[config.mk]
export PLATFORM = sky130hd
export DESIGN_NAME = fetch_unit
export DESIGN_NICKNAME = d
export VERILOG_FILES = /design/src/rtl/fetch_pkg.sv /design/src/rtl/insn_predecode.sv /design/src/rtl/fetch_bus_master.sv /design/src/rtl/program_counter.sv /design/src/rtl/fetch_unit.sv
export SDC_FILE = /design/constraint.sdc
export NUM_CORES = 1
export LEC_CHECK = 0
export BUFFER_PORTS_ARGS = -buffer_cell sky130_fd_sc_hd__buf_4
export CORE_MARGIN = 2
export CORE_UTILIZATION = 57
export DETAILED_ROUTE_END_ITERATION = 10
export HOLD_SLACK_MARGIN = 0.02
export PLACE_DENSITY = 0.88
export SYNTH_ARGS = -nofsm -noshare
export SYNTH_HDL_FRONTEND = slang
export SYNTH_SLANG_ARGS = --single-unit
[constraint.sdc]
create_clock -name clk -period 10.5 [get_ports clk]
set_input_delay 1.05 -clock clk [delete_from_list [all_inputs] [get_ports clk]]
set_output_delay 1.05 -clock clk [all_outputs]
set_load 0.01 [all_outputs]
[src/rtl/fetch_pkg.sv]
// fetch front end shared types: widths, opcodes, length rule, slot and group structs
`default_nettype none

package fetch_pkg;

	// ========================================
	// widths and constants
	// ========================================
	localparam int ADDR_W = 16;
	localparam int BYTE_W = 8;
	localparam int WINDOW_BYTES = 8;
	localparam int INSN_BYTES = 3;

	// first fetch address after reset
	localparam logic [ADDR_W-1:0] RESET_VECTOR = 16'h0200;

	// opcodes the front end cares about
	localparam logic [BYTE_W-1:0] OP_JMP = 8'h4C;
	localparam logic [BYTE_W-1:0] OP_JSR = 8'h20;
	localparam logic [BYTE_W-1:0] OP_RTS = 8'h60;
	localparam logic [BYTE_W-1:0] OP_BRK = 8'h00;

	// relative branches share this low-five-bit pattern
	localparam logic [4:0] BRANCH_PATTERN = 5'b10000;

	typedef logic [ADDR_W-1:0] addr_t;
	// byte 0 sits in bits 7:0
	typedef logic [WINDOW_BYTES*BYTE_W-1:0] window_t;
	// 1 to 3, zero never produced
	typedef logic [1:0] insn_len_t;
	// opcode, operand low, operand high
	typedef logic [INSN_BYTES*BYTE_W-1:0] insn_t;

	typedef enum logic [2:0] {
		xfer_none   = 3'd0,
		xfer_branch = 3'd1,
		xfer_jump   = 3'd2,
		xfer_call   = 3'd3,
		xfer_return = 3'd4
	} xfer_class_e;

	// per-slot predecode result, 22 bits
	typedef struct packed {
		insn_len_t   len;
		xfer_class_e xclass;
		logic        taken;
		addr_t       target;
	} slot_decode_t;

	// what decode sees, 82 bits
	typedef struct packed {
		logic  valid0;
		logic  valid1;
		addr_t pc0;
		addr_t pc1;
		insn_t insn0;
		insn_t insn1;
	} fetch_group_t;

	typedef enum logic [1:0] {
		bus_idle = 2'd0,
		bus_read = 2'd1,
		bus_hold = 2'd2
	} bus_state_e;

	// ========================================
	// opcode helpers
	// ========================================
	function automatic logic is_rel_branch(input logic [BYTE_W-1:0] op);
		return op[4:0] == BRANCH_PATTERN;
	endfunction

	// instruction length table, first match wins
	function automatic insn_len_t len_of(input logic [BYTE_W-1:0] op);
		insn_len_t len;
		len = 2'd2;
		casez (op)
			OP_JMP, OP_JSR: len = 2'd3;
			OP_RTS, OP_BRK: len = 2'd1;
			// branches are opcode plus offset
			8'b???1_0000: len = 2'd2;
			// A9 family, overrides the x9 column below
			8'b???0_1001: len = 2'd1;
			8'b????_1001, 8'b????_1100, 8'b????_1101, 8'b????_1110: len = 2'd3;
			8'b????_1000, 8'b????_1010: len = 2'd1;
			default: len = 2'd2;
		endcase
		return len;
	endfunction

endpackage

`default_nettype wire

[src/rtl/insn_predecode.sv]
// slot predecoder: instruction length, transfer class, static prediction and target
`default_nettype none

module insn_predecode (
	input  fetch_pkg::addr_t        slot_pc,
	input  fetch_pkg::insn_t        bytes,
	input  fetch_pkg::addr_t        ra,
	output fetch_pkg::slot_decode_t dec
);

	logic [7:0] op;
	fetch_pkg::insn_len_t len;
	// absolute operand word for jmp and jsr
	fetch_pkg::addr_t operand;
	// branch offset, sign extended to an address
	fetch_pkg::addr_t rel_off;
	// address of the following instruction
	fetch_pkg::addr_t fall_pc;

	assign op = bytes[7:0];
	assign len = fetch_pkg::len_of(op);
	assign operand = bytes[23:8];
	assign rel_off = {{8{bytes[15]}}, bytes[15:8]};
	assign fall_pc = slot_pc + fetch_pkg::addr_t'(len);

	// ========================================
	// class, prediction and target
	// ========================================
	always_comb begin
		dec.len = len;
		dec.xclass = fetch_pkg::xfer_none;
		dec.taken = 1'b0;
		dec.target = fall_pc;
		if (op == fetch_pkg::OP_JMP) begin
			dec.xclass = fetch_pkg::xfer_jump;
			dec.taken = 1'b1;
			dec.target = operand;
		end else if (op == fetch_pkg::OP_JSR) begin
			dec.xclass = fetch_pkg::xfer_call;
			dec.taken = 1'b1;
			dec.target = operand;
		end else if (op == fetch_pkg::OP_RTS) begin
			// return address comes from the core's stack tracking
			dec.xclass = fetch_pkg::xfer_return;
			dec.taken = 1'b1;
			dec.target = ra;
		end else if (fetch_pkg::is_rel_branch(op)) begin
			// backward taken, forward not taken
			dec.xclass = fetch_pkg::xfer_branch;
			dec.taken = bytes[15];
			dec.target = fall_pc + rel_off;
		end
	end

endmodule

`default_nettype wire

[src/rtl/fetch_bus_master.sv]
// Wishbone classic read master, one 8-byte window per fetch request
`default_nettype none

module fetch_bus_master (
	input  logic               clk,
	input  logic               rst,
	input  logic               fetch_req,
	input  fetch_pkg::addr_t   fetch_adr,
	input  logic               flush,
	input  fetch_pkg::window_t wb_dat_i,
	input  logic               wb_ack,
	output logic               wb_cyc,
	output logic               wb_stb,
	output logic               wb_we,
	output fetch_pkg::addr_t   wb_adr,
	output fetch_pkg::window_t window,
	output logic               window_valid
);

	fetch_pkg::bus_state_e state;
	// address held for the whole cycle
	fetch_pkg::addr_t adr_q;

	// ========================================
	// bus state machine
	// ========================================
	always_ff @(posedge clk) begin
		if (rst) begin
			state <= fetch_pkg::bus_idle;
		end else begin
			case (state)
				fetch_pkg::bus_idle: begin
					// a flush in the same cycle means the address is stale
					if (fetch_req && !flush)
						state <= fetch_pkg::bus_read;
				end
				fetch_pkg::bus_read: begin
					if (wb_ack)
						state <= fetch_pkg::bus_idle;
					else if (flush)
						state <= fetch_pkg::bus_hold;
				end
				fetch_pkg::bus_hold: begin
					// wait out the abandoned cycle, data is dropped
					if (wb_ack)
						state <= fetch_pkg::bus_idle;
				end
				default: state <= fetch_pkg::bus_idle;
			endcase
		end
	end

	// latch the request address when a cycle starts
	always_ff @(posedge clk) begin
		if (state == fetch_pkg::bus_idle && fetch_req && !flush)
			adr_q <= fetch_adr;
	end

	// cyc and stb move together for the whole cycle
	assign wb_cyc = state != fetch_pkg::bus_idle;
	assign wb_stb = state != fetch_pkg::bus_idle;
	// read only
	assign wb_we = 1'b0;
	assign wb_adr = adr_q;

	// data is presented on the ack cycle and captured by the pc block
	assign window = wb_dat_i;
	// no pulse for a held cycle or one flushed on its ack
	assign window_valid = wb_ack && state == fetch_pkg::bus_read && !flush;

endmodule

`default_nettype wire

[src/rtl/program_counter.sv]
// program counter: fetch window register, slot selection, next-pc priority, group output
`default_nettype none

module program_counter (
	input  logic                    clk,
	input  logic                    rst,
	input  fetch_pkg::window_t      window,
	input  logic                    window_valid,
	input  fetch_pkg::slot_decode_t dec0,
	input  fetch_pkg::slot_decode_t dec1,
	input  logic                    freeze,
	input  logic                    branchmiss,
	input  fetch_pkg::addr_t        misspc,
	output logic                    fetch_req,
	output fetch_pkg::addr_t        fetch_adr,
	output logic                    flush,
	output fetch_pkg::addr_t        slot1_pc,
	output fetch_pkg::insn_t        slot1_bytes,
	output fetch_pkg::insn_t        slot0_bytes,
	output fetch_pkg::fetch_group_t group,
	output logic                    group_valid
);

	fetch_pkg::addr_t pc;
	fetch_pkg::window_t win_q;
	// a group is held for decode
	logic gv;
	// group taken by decode at this edge
	logic accept;
	logic valid1;
	fetch_pkg::addr_t next_pc;

	// ========================================
	// slot selection
	// ========================================
	assign slot0_bytes = win_q[23:0];
	assign slot1_pc = pc + fetch_pkg::addr_t'(dec0.len);

	// slot 1 starts right after slot 0
	always_comb begin
		case (dec0.len)
			2'd2: slot1_bytes = win_q[39:16];
			2'd3: slot1_bytes = win_q[47:24];
			default: slot1_bytes = win_q[31:8];
		endcase
	end

	// a taken slot 0 kills slot 1
	assign valid1 = !dec0.taken;
	assign accept = gv && !freeze;

	// taken slot 0, then taken slot 1, then sequential
	always_comb begin
		if (dec0.taken)
			next_pc = dec0.target;
		else if (dec1.taken)
			next_pc = dec1.target;
		else
			next_pc = slot1_pc + fetch_pkg::addr_t'(dec1.len);
	end

	// ========================================
	// pc and group state
	// ========================================
	always_ff @(posedge clk) begin
		if (rst) begin
			pc <= fetch_pkg::RESET_VECTOR;
			gv <= 1'b0;
		end else if (branchmiss) begin
			// execute correction wins over everything
			pc <= misspc;
			gv <= 1'b0;
		end else if (accept) begin
			pc <= next_pc;
			gv <= 1'b0;
		end else if (window_valid) begin
			gv <= 1'b1;
		end
	end

	// window captured on the ack edge
	always_ff @(posedge clk) begin
		if (window_valid)
			win_q <= window;
	end

	// one fetch at a time, only when no group is held
	assign fetch_req = !gv;
	assign fetch_adr = pc;
	// abandon an in-flight read on a miss
	assign flush = branchmiss;

	// group fields only change with pc and win_q, so freeze holds them
	assign group.valid0 = gv;
	assign group.valid1 = gv && valid1;
	assign group.pc0 = pc;
	assign group.pc1 = slot1_pc;
	assign group.insn0 = slot0_bytes;
	assign group.insn1 = slot1_bytes;
	assign group_valid = gv;

endmodule

`default_nettype wire

[src/rtl/fetch_unit.sv]
// fetch front end top: Wishbone read master, two slot predecoders and program counter
`default_nettype none

module fetch_unit (
	input  logic                    clk,
	input  logic                    rst,
	// Wishbone classic master
	output logic                    wb_cyc,
	output logic                    wb_stb,
	output logic                    wb_we,
	output fetch_pkg::addr_t        wb_adr,
	input  fetch_pkg::window_t      wb_dat_i,
	input  logic                    wb_ack,
	// decode side
	output fetch_pkg::fetch_group_t group,
	output logic                    group_valid,
	input  logic                    freeze,
	input  logic                    branchmiss,
	input  fetch_pkg::addr_t        misspc,
	input  fetch_pkg::addr_t        ra
);

	logic fetch_req;
	fetch_pkg::addr_t fetch_adr;
	logic flush;
	fetch_pkg::window_t window;
	logic window_valid;
	fetch_pkg::slot_decode_t dec0;
	fetch_pkg::slot_decode_t dec1;
	fetch_pkg::addr_t slot1_pc;
	fetch_pkg::insn_t slot0_bytes;
	fetch_pkg::insn_t slot1_bytes;

	fetch_bus_master u_bus (
		.clk(clk),
		.rst(rst),
		.fetch_req(fetch_req),
		.fetch_adr(fetch_adr),
		.flush(flush),
		.wb_dat_i(wb_dat_i),
		.wb_ack(wb_ack),
		.wb_cyc(wb_cyc),
		.wb_stb(wb_stb),
		.wb_we(wb_we),
		.wb_adr(wb_adr),
		.window(window),
		.window_valid(window_valid)
	);

	// slot 0 sits at the current pc
	insn_predecode u_slot0 (
		.slot_pc(fetch_adr),
		.bytes(slot0_bytes),
		.ra(ra),
		.dec(dec0)
	);

	// slot 1 follows slot 0
	insn_predecode u_slot1 (
		.slot_pc(slot1_pc),
		.bytes(slot1_bytes),
		.ra(ra),
		.dec(dec1)
	);

	program_counter u_pc (
		.clk(clk),
		.rst(rst),
		.window(window),
		.window_valid(window_valid),
		.dec0(dec0),
		.dec1(dec1),
		.freeze(freeze),
		.branchmiss(branchmiss),
		.misspc(misspc),
		.fetch_req(fetch_req),
		.fetch_adr(fetch_adr),
		.flush(flush),
		.slot1_pc(slot1_pc),
		.slot1_bytes(slot1_bytes),
		.slot0_bytes(slot0_bytes),
		.group(group),
		.group_valid(group_valid)
	);

endmodule

`default_nettype wire

# After elaboration in Yosys (flattened, before gate mapping)
# Index checks and enable logic that the tools add are counted.
# word_totals
register_bits	83
inputBits	101
output_inout_bits	102
word_cells	86
# classes
n_addsub	4
eq_ne	29
mux	22
n_reduce_logical	26
# op_table
op	count
$mux 17	8
$mux 16	4
$eq 4x4->1 const B	12
$pmux 24 s2	1
$add 16x16->16	2
$add 16x2->16	2
$eq 8x7->1 const B	4
$pmux 2 s3	3
$eq 8x6->1 const B	2
$logic_not 8->1	2
$eq 5x4->1 const B	2
$eq 5x5->1 const B	2
$reduce_or 3->1	3
$mux 2	4
$pmux 2 s2	2
$reduce_or 2->1	4
$reduce_or 4->1	2
$logic_and 1x1->1	7
$eq 2x2->1 const B	3
$logic_not 1->1	4
$reduce_bool 2->1	2
$ne 3x3->1 const B	1
$reduce_and 3->1	1
$eq 2x1->1 const B	1
3 further kinds	3

# Longest topological paths before layout
# Gate-level depths: netlist of the first run.
# logic_depth
word_depth	20
ltp_mapped	28
mapped_depth_nobuf	26

# Hierarchy
# Synthesis of the first run repeated with hierarchy kept, for this count alone.
# unflattened
hier_cells	1047
area_unflattened_um2	8793.4
# by_module_without_submodules
module	n_inst	cells_each	area_each_um2	seq_area_each_um2
program_counter	1	477	4590.7	1781.7
insn_predecode at u_slot1	1	238	1560.2	0.0
insn_predecode at u_slot0	1	238	1557.7	0.0
fetch_bus_master	1	94	1084.8	520.5

# Worst setup path after synthesis of the first run
# No wires, ideal clock.
# synth_timing
path_type	reg-to-reg
startpoint	reg u_pc.win_q[0]
endpoint	reg u_pc.pc[15] (netlist: u_pc.fetch_adr[15])
t_arrival_ns	6.134
path_slack_ns	4.296
stages_incl_launch_ff	29
path_buffers	2
cell_sequence	edfxtp_1 > nor4_4 > a32oi_2 > inv_2 > buf_2 > nor2_2 > a221o_1 > buf_2 > xnor2_1 > nor4_1 > a21oi_1 > nor4_1 > a21oi_1 > ha_1 > a21o_1 > nand2_1 > a21o_1 > nor4_1 > xnor2_1 > inv_1 > ha_1 > or3_1 > a311o_1 > nand4_1 > a21boi_0 > mux2i_1 > or3_1 > a2111o_1 > a21oi_1
# synth_rtl
element	line_no	source
start: declaration	program_counter.sv:25	fetch_pkg::window_t win_q;
start signal: assignment	program_counter.sv:84	win_q <= window;
end signal: assignment	program_counter.sv:67	pc <= fetch_pkg::RESET_VECTOR;
end signal: assignment	program_counter.sv:71	pc <= misspc;
end signal: assignment	program_counter.sv:74	pc <= next_pc;
end: declaration	program_counter.sv:24	fetch_pkg::addr_t pc;

# Worst setup path in the final report of the first run
# layout_timing
startpoint	reg u_pc.win_q[6]
endpoint	reg u_pc.pc[15] (netlist: u_pc.fetch_adr[15])
# layout_between
elab_chain_len	19
# layout_rtl
element	line_no	source
$eq 8x7->1, or another cell as far along	fetch_pkg.sv:77, insn_predecode.sv:42	
$reduce_or 3->1 (no source line) or $reduce_or 2->1 (tied branches)	-	
$pmux 2 s3	fetch_pkg.sv:77	casez (op)
$eq 2x2->1	program_counter.sv:41	case (dec0.len)
$pmux 24 s2	program_counter.sv:41	
$eq 4x4->1	fetch_pkg.sv:77	
$reduce_or 4->1 or $reduce_or 2->1 (tied branches)	fetch_pkg.sv:77	
$pmux 2 s2	fetch_pkg.sv:77	
[... 3 more ...]	-	
$mux 17	insn_predecode.sv:47	end else if (fetch_pkg::is_rel_branch(op)) begin
$mux 17	insn_predecode.sv:42	end else if (op == fetch_pkg::OP_RTS) begin
$mux 17	insn_predecode.sv:38	end else if (op == fetch_pkg::OP_JSR) begin
$mux 17	insn_predecode.sv:34	if (op == fetch_pkg::OP_JMP) begin
$mux 16	program_counter.sv:56	else if (dec1.taken)
$mux 16 (*)	program_counter.sv:54	if (dec0.taken)
$mux 16 (*)	program_counter.sv:73	end else if (accept) begin
$mux 16 (*)	program_counter.sv:69	end else if (branchmiss) begin
# Every way passes the cells marked *; elsewhere a longest branch is shown, timed or not. The select of a mux whose other input is x is not followed.
# A chain may end at the register's enable or synchronous reset.

==> results of run 1 <==
## worst reg2reg max path: cells and delay by family (launching register included)
| kind | cells | cell delay, ns |
|---|---|---|
| simple gates | 8 | 2.88 |
| compound gates | 10 | 2.51 |
| fa+ha+maj | 2 | 0.59 |
| xor+xnor | 3 | 0.55 |
| buf+inv | 2 | 0.48 |
| flops | 1 | 0.47 |
| mux | 1 | 0.15 |
## power groups by stage
stage / clock network [mW] / logic, mW / registers (mW)
finish: 0.331 / 0.252 / 0.385
global route: 0.341 / 0.271 / 0.386
CTS: 0.329 / 0.247 / 0.384
detailed placement: 0 / 0.245 / 0.391
global placement: 0 / 0.237 / 0.390
floorplan: 0 / 0.149 / 0.390
## worst paths after layout
path | slack [ns] | from | endpoint | cells after the start
worst min-delay path | 0.53 | u_pc.fetch_adr[0]$_SDFFE_PP0P_ | u_bus.wb_adr[0]$_DFFE_PP_ | 0
worst max-delay path | 2.80 | u_pc.win_q[6]$_DFFE_PP_ | u_pc.fetch_adr[15]$_SDFFE_PP0P_ | 26
worst min register to register | 0.53 | u_pc.fetch_adr[0]$_SDFFE_PP0P_ | u_bus.wb_adr[0]$_DFFE_PP_ | 0
worst max register to register | 2.80 | u_pc.win_q[6]$_DFFE_PP_ | u_pc.fetch_adr[15]$_SDFFE_PP0P_ | 26
## Yosys cell counts (15+ instances only)
library cell	number	area share, %
nand2_1	65	3.8
edfxtp_1	64	30
nor2_1	51	3.0
a21oi_1	39	3.0
ha_1	34	6.6
inv_1	34	2.0
xnor2_1	33	4.5
o21ai_0	32	2.5
buf_4	27	3.1
clkbuf_1	20	1.2
nor3_1	20	1.6
dfxtp_1	19	5.9
xor2_1	18	2.4
a22oi_1	16	1.9
o221ai_1	15	2.0
## cell families (layout without fill, tap and decap cells)
| group | Yosys count | after routing | share of synthesized area (%) |
|---|---|---|---|
| AO/OA/AOI/OAI | 216 | 216 | 24.0 |
| XOR/XNOR | 51 | 51 | 6.92 |
| adder cells (fa/ha/maj) | 38 | 38 | 7.83 |
| buffers and inverters | 90 | 245 | 7.00 |
| flip-flops | 83 | 83 | 35.7 |
| multiplexers | 8 | 8 | 1.24 |
| other | 1 | 1 | 0.0581 |
| AND/OR/NAND/NOR | 221 | 221 | 17.3 |
## per-stage QoR
stage,setup WS [ns],hold slack [ns]
after floorplan,4.30,0.498
after global placement,3.21,0.503
after detailed placement,3.05,0.511
after CTS,2.93,0.522
after global routing,2.27,0.529
final,2.80,0.528
## metal layers
| layer | vias to the layer above | global-route usage [%] | routed length [um] |
|---|---|---|---|
| li1 | 2964 | - | - |
| met2 | 452 | 56.7 | 10200 |
| met1 | 3036 | 46.1 | 8780 |
| met4 | 0 | 14.8 | 801 |
| met3 | 66 | 8.51 | 2390 |
| met5 | - | 0 | 0 |
## layout make-up
type | instances | area (um2)
Sequential cell | 83 | 2300
Timing Repair Buffer | 193 | 1450
Multi-Input combinational cell | 535 | 3710
Clock buffer | 10 | 229
Inverter | 36 | 135
Clock inverter | 6 | 72.6
Fill cell | 796 | 2860
Tap cell | 140 | 175
## sequential cells by signal, summed over array words and instances (netlist names)
| signal | cells |
|---|---|
| u_bus.state | 2 |
| u_bus.wb_adr | 16 |
| u_pc.fetch_adr | 16 |
| u_pc.group_valid | 1 |
| u_pc.win_q | 48 |
==> reports/metrics.csv, run 1 <==
stage;metric;value;unit
power;P_sw;296;uW
logic_synthesis;Cell variety after synth;74;
logic_synthesis;synthesized instance count;708;
global_route;initial antenna violation count;0;
worst_setup_path;CP peak stage delay;0.71;ns
power;worst vdd ir;127;uV
sta;period utilization;73.3;%
power;P_int;671;uW
power;combinational share of power;26.0;%
sta;Max-slew headroom;14.7;%
clock_network;clock tree buffer depth;2;
sta;final slew viol count;0;
place;gp weighted congestion;0.961;
clock_network;TritonCTS Buffers;9;
detailed_routing;DRC Markers;0;
global_route;GRT overflow;0;
die;# rows;38;
place;area of placed instances;7770;um2
detailed_routing;Via Count;6518;
status;status;completed;
place;Placed Instances;987;
global_route;first-pass GRT wire length;34400;um
die;Die ar.;12200;um2
layout;Final #Nets;997;
worst_setup_path;Setup Crit Path Kind;flop to flop;
worst_setup_path;CP delay by family, top;simple AND/OR/NAND/NOR gates;
clock_network;root buffer cell;clkbuf_16;
power;Clk network pwr share;34.2;%
layout;most frequent cells in the layout;buf_4, nand2_1, edfxtp_1, nor2_1, a21oi_1;
sta;RSZ-0062 raised after global routing;no;
logic_synthesis;Synth Cell Area;6450;um2
worst_setup_path;Worst EP required;10.78;ns
logic_synthesis;number of enable flip-flop cells after synthesis;64;
layout;Post-Layout Cell Count;1003;
global_route;GRT Util Overall;35.4;%
layout;area grow syn2layout;25.1;%
place;# port buffers;185;
sta;Tmin final;7.70;ns
logic_synthesis;#FFs+latches synth;83;
sta;final hold vios;0;
power;sw frac;30.7;%
worst_setup_path;largest fanout on the critical path;24;
detailed_routing;DRT iter0 DRCs;897;
global_route;vias in the first global route;6475;
sta;Max Fclk;130;MHz
logic_synthesis;Post-Syn Nets;847;
detailed_routing;Pre-antenna DRT Iters;5;
sta;Slew @ Worst Pin;1.27;ns
clock_network;CTS tree;built;
logic_synthesis;Synth warnings;0;
clock_network;Hold Buf Count CTS;0;
run;maxcap violations;0;
worst_setup_path;CP Launch Type;flop;
logic_synthesis;Post-synth top flop;edfxtp_1;
worst_setup_path;Setup crit end kind;flop;
clock_network;clock slew at reported path FFs;0.07;ns
layout;Design Area, Final;8080;um2
die;core area;10900;um2
detailed_routing;Antenna Violating Nets Remaining;0;
clock_network;Clk Latency, worst-skew pair;0.36;ns
detailed_routing;DR vias/cell;6.50;
layout;share of layout cells above drive strength 1;27.0;%
logic_synthesis;post-synthesis area per instance;9.12;um2
clock_network;Resize count post-CTS;0;
power;P_leak;3.42;nW
clock_network;Setup Buffers After CTS;0;
layout;Ant. Diodes;0;
power;PD cells;120;nW/um2
die;IO Count;203;
die;Starting Density;59.0;%
clock_network;clk sink count;83;
global_route;largest net degree at the start of global routing;50;
clock_network;CTS H-Tree Depth;3;
power;share of power burned in registers;39.8;%
die;DIE HEIGHT;110;um
sta;Post-Route Setup TNS;0;ns
worst_hold_path;Worst Hold Class;flop to flop;
logic_synthesis;sequential fraction of the synthesis area;35.7;%
sta;clock skew;0.0103;ns
sta;setup violators final;0;
die;die width;110;um
logic_synthesis;ys async rst share;0;%
place;DP HPWL;17300;um
worst_setup_path;Crit-path slowest cell;nor4_1;
detailed_routing;routed wire length;22200;um
detailed_routing;drt wl/cell;22.1;um
worst_setup_path;Worst EP arrival;7.98;ns
layout;Util after Layout;73.8;%
layout;commonest non-fill, non-tap cell in the layout;buf_4;
worst_setup_path;Buf/Inv on CP;2;
power;PnR Total Power;967;uW
Power figures use the tool's default switching activity.
==> run 2, diff against run 1 <==
--- a/config.mk
+++ b/config.mk
@@ -7,10 +7,10 @@
 export LEC_CHECK = 0
 export BUFFER_PORTS_ARGS = -buffer_cell sky130_fd_sc_hd__buf_4
 export CORE_MARGIN = 2
-export CORE_UTILIZATION = 57
+export CORE_UTILIZATION = 53
 export DETAILED_ROUTE_END_ITERATION = 10
 export HOLD_SLACK_MARGIN = 0.02
-export PLACE_DENSITY = 0.88
+export PLACE_DENSITY = 0.82
 export SYNTH_ARGS = -nofsm -noshare
 export SYNTH_HDL_FRONTEND = slang
 export SYNTH_SLANG_ARGS = --single-unit
==> constraint.sdc (replaced) <==
create_clock -name clk -period 7.3 [get_ports clk]
set_input_delay 0.73 -clock clk [delete_from_list [all_inputs] [get_ports clk]]
set_output_delay 0.73 -clock clk [all_outputs]
set_load 0.01 [all_outputs]
==> reports/metrics.csv, run 2 (synthesized netlist as in run 1, its figures left out) <==
stage;metric;value;unit;change
clock_network;root buffer cell;clkbuf_16;;
clock_network;CTS tree;built;;
sta;period utilization;92.4;%;+19 points
clock_network;clk sink count;83;;unchanged
clock_network;CTS H-Tree Depth;3;;unchanged
detailed_routing;drt wl/cell;21.5;um;-2.9%
die;die width;114;um;+3.6%
sta;Slew @ Worst Pin;1.32;ns;+0.0506 ns
sta;Tmin final;6.75;ns;-0.953 ns
power;worst vdd ir;157;uV;+23%
sta;final hold vios;0;;unchanged
clock_network;Clk Latency, worst-skew pair;0.35;ns;about the same
layout;most frequent cells in the layout;buf_4, nand2_1, edfxtp_1, nor2_1, a21oi_1;;
worst_setup_path;Worst EP arrival;7.02;ns;-0.96 ns
worst_hold_path;hold path startpoint;u_pc.fetch_adr[0]$_SDFFE_PP0P_;;
worst_hold_path;Worst Hold Class;flop to flop;;
power;PD cells;165;nW/um2;+38%
clock_network;clock tree buffer depth;2;;unchanged
worst_setup_path;largest fanout on the critical path;14;;-42%
power;P_leak;3.42;nW;about the same
power;P_sw;411;uW;+39%
detailed_routing;met2 routed WL;10100;um;-1.4%
clock_network;TritonCTS Buffers;9;;unchanged
global_route;GRT overflow;0;;unchanged
sta;final slew viol count;0;;unchanged
die;# rows;40;;+5.3%
detailed_routing;Via Count;6485;;-0.51%
place;DP HPWL;17300;um;+0.19%
global_route;vias in the first global route;6224;;-3.9%
place;gp weighted congestion;0.920;;-4.2%
detailed_routing;top sig layer;met4;;
layout;Register Area;2300;um2;unchanged
sta;Hold WS;0.534;ns;+0.00631 ns
detailed_routing;DRT iter0 DRCs;706;;-21%
detailed_routing;routed wire length;21800;um;-1.8%
global_route;largest net degree at the start of global routing;50;;unchanged
worst_setup_path;Setup crit end kind;flop;;
sta;Final WS setup;0.554;ns;-2.25 ns
global_route;initial antenna violation count;0;;unchanged
die;DIE HEIGHT;114;um;+3.6%
die;Die ar.;13100;um2;+7.3%
worst_setup_path;CP Launch Type;flop;;
detailed_routing;DR vias/cell;6.40;;-1.6%
sta;Max Fclk;148;MHz;+14%
status;status;completed;;
layout;share of layout cells above drive strength 1;27.5;%;+0.45 points
sta;setup violators final;0;;unchanged
power;Clk network pwr share;31.6;%;-2.6 points
layout;commonest non-fill, non-tap cell in the layout;buf_4;;
global_route;GRT Util Overall;33.4;%;-2.0 points
layout;Post-Layout Cell Count;1014;;+1.1%
power;combinational share of power;27.0;%;+1.0 points
place;# port buffers;185;;unchanged
worst_setup_path;Critical Path Source;u_pc.win_q[0]$_DFFE_PP_;;
sta;clock skew;0.00863;ns;-0.00169 ns
detailed_routing;Antenna Violating Nets Remaining;0;;unchanged
worst_setup_path;Crit-path slowest cell;edfxtp_1;;
detailed_routing;DRC Markers;0;;unchanged
layout;Largest register FFs;48;;unchanged
layout;Most flops, register;u_pc.win_q;;
power;share of power burned in registers;41.3;%;+1.5 points
power;sw frac;30.8;%;+0.098 points
layout;multi-input logic area;3720;um2;+0.20%
die;core area;12000;um2;+9.4%
worst_setup_path;Buf/Inv on CP;3;;+1
sta;Post-Route Setup TNS;0;ns;unchanged
run;maxcap violations;0;;unchanged
sta;Max-slew headroom;11.3;%;-3.4 points
detailed_routing;DR WL met3;2240;um;-6.0%
place;Post-Place Worst Slack;0.627;ns;-2.43 ns
global_route;first-pass GRT wire length;33500;um;-2.7%
layout;Fill cells;967;;+21%
layout;Ant. Diodes;0;;unchanged
die;Starting Density;54.0;%;-5.1 points
worst_setup_path;Setup Crit Path Kind;flop to flop;;
detailed_routing;Pre-antenna DRT Iters;6;;+1
power;P_int;926;uW;+38%
clock_network;clock slew at reported path FFs;0.06;ns;about the same
detailed_routing;routed length on met1;8920;um;+1.7%
worst_setup_path;CP delay by family, top;compound AO/OA/AOI/OAI gates;;
layout;Final #Nets;1001;;+0.40%
sta;RSZ-0062 raised after global routing;no;;
worst_setup_path;FF-to-FF Start;u_pc.win_q[0]$_DFFE_PP_;;
worst_setup_path;CP peak stage delay;0.48;ns;-0.23 ns
worst_setup_path;Worst EP required;7.58;ns;-3.20 ns
layout;area grow syn2layout;25.4;%;
place;Placed Instances;998;;+1.1%
power;PnR Total Power;1.34;mW;+38%
die;IO Count;203;;unchanged
[run 2: cell count changes in the layout (fill, tap and decap cells not counted)]
cell        delta
buf_4          +4
clkinvlp_4     +3
inv_6          -2
a32oi_1        -1
a32oi_2        +1
bufinv_16      -1
clkinv_2       +1
clkinv_4       -1
[run 2: layer usage]
layer	up-vias	GRT usage, %
met3	46	6.09
met1	3043	44.4
met4	0	10.5
li1	2993	-
met5	-	0
met2	403	55.5
[run 2: final cells by class]
class | instances | share of cell area (%)
sequential | 83 | 28.4
inverter | 36 | 1.67
multi-input combinational | 535 | 46.0
clock buffer | 10 | 2.83
tap | 147 | 2.27
clock inverter | 6 | 0.541
timing repair buffer | 197 | 18.3
[run 2: final timing paths]
kind                                                   endpoint  slack (ns)  cells after the start
worst max register to register  u_pc.fetch_adr[15]$_SDFFE_PP0P_        0.55                     26
worst min register to register        u_bus.wb_adr[0]$_DFFE_PP_        0.53                      0
worst max-delay path            u_pc.fetch_adr[15]$_SDFFE_PP0P_        0.55                     26
worst min-delay path                  u_bus.wb_adr[0]$_DFFE_PP_        0.53                      0
[run 2: repair_timing]
item | in CTS | in global routing
setup endpoints to repair | 0 | 1
resized for setup | 0 | 1
hold buffers | 0 | 0
buffers inserted | 0 | 0
endpoints found under the hold margin | 0 | 0
[run 2: metrics by stage]
step | utilization, % | area [um2]
after global routing | 67.7 | 8090
final | 67.7 | 8090
after CTS | 67.6 | 8090
after floorplan | - | 6450
after global placement | 65.3 | 7810
after detailed placement | 65.3 | 7810
[run 2: power groups by stage]
stage          clock (mW)  combinational (mW)  sequential (mW)
2_1_floorplan           0               0.215            0.561
3_5_place_dp            0               0.353            0.562
4_1_cts             0.426               0.355            0.552
5_1_grt             0.445               0.392            0.555
3_3_place_gp            0               0.344            0.562
6_report            0.423               0.362            0.553
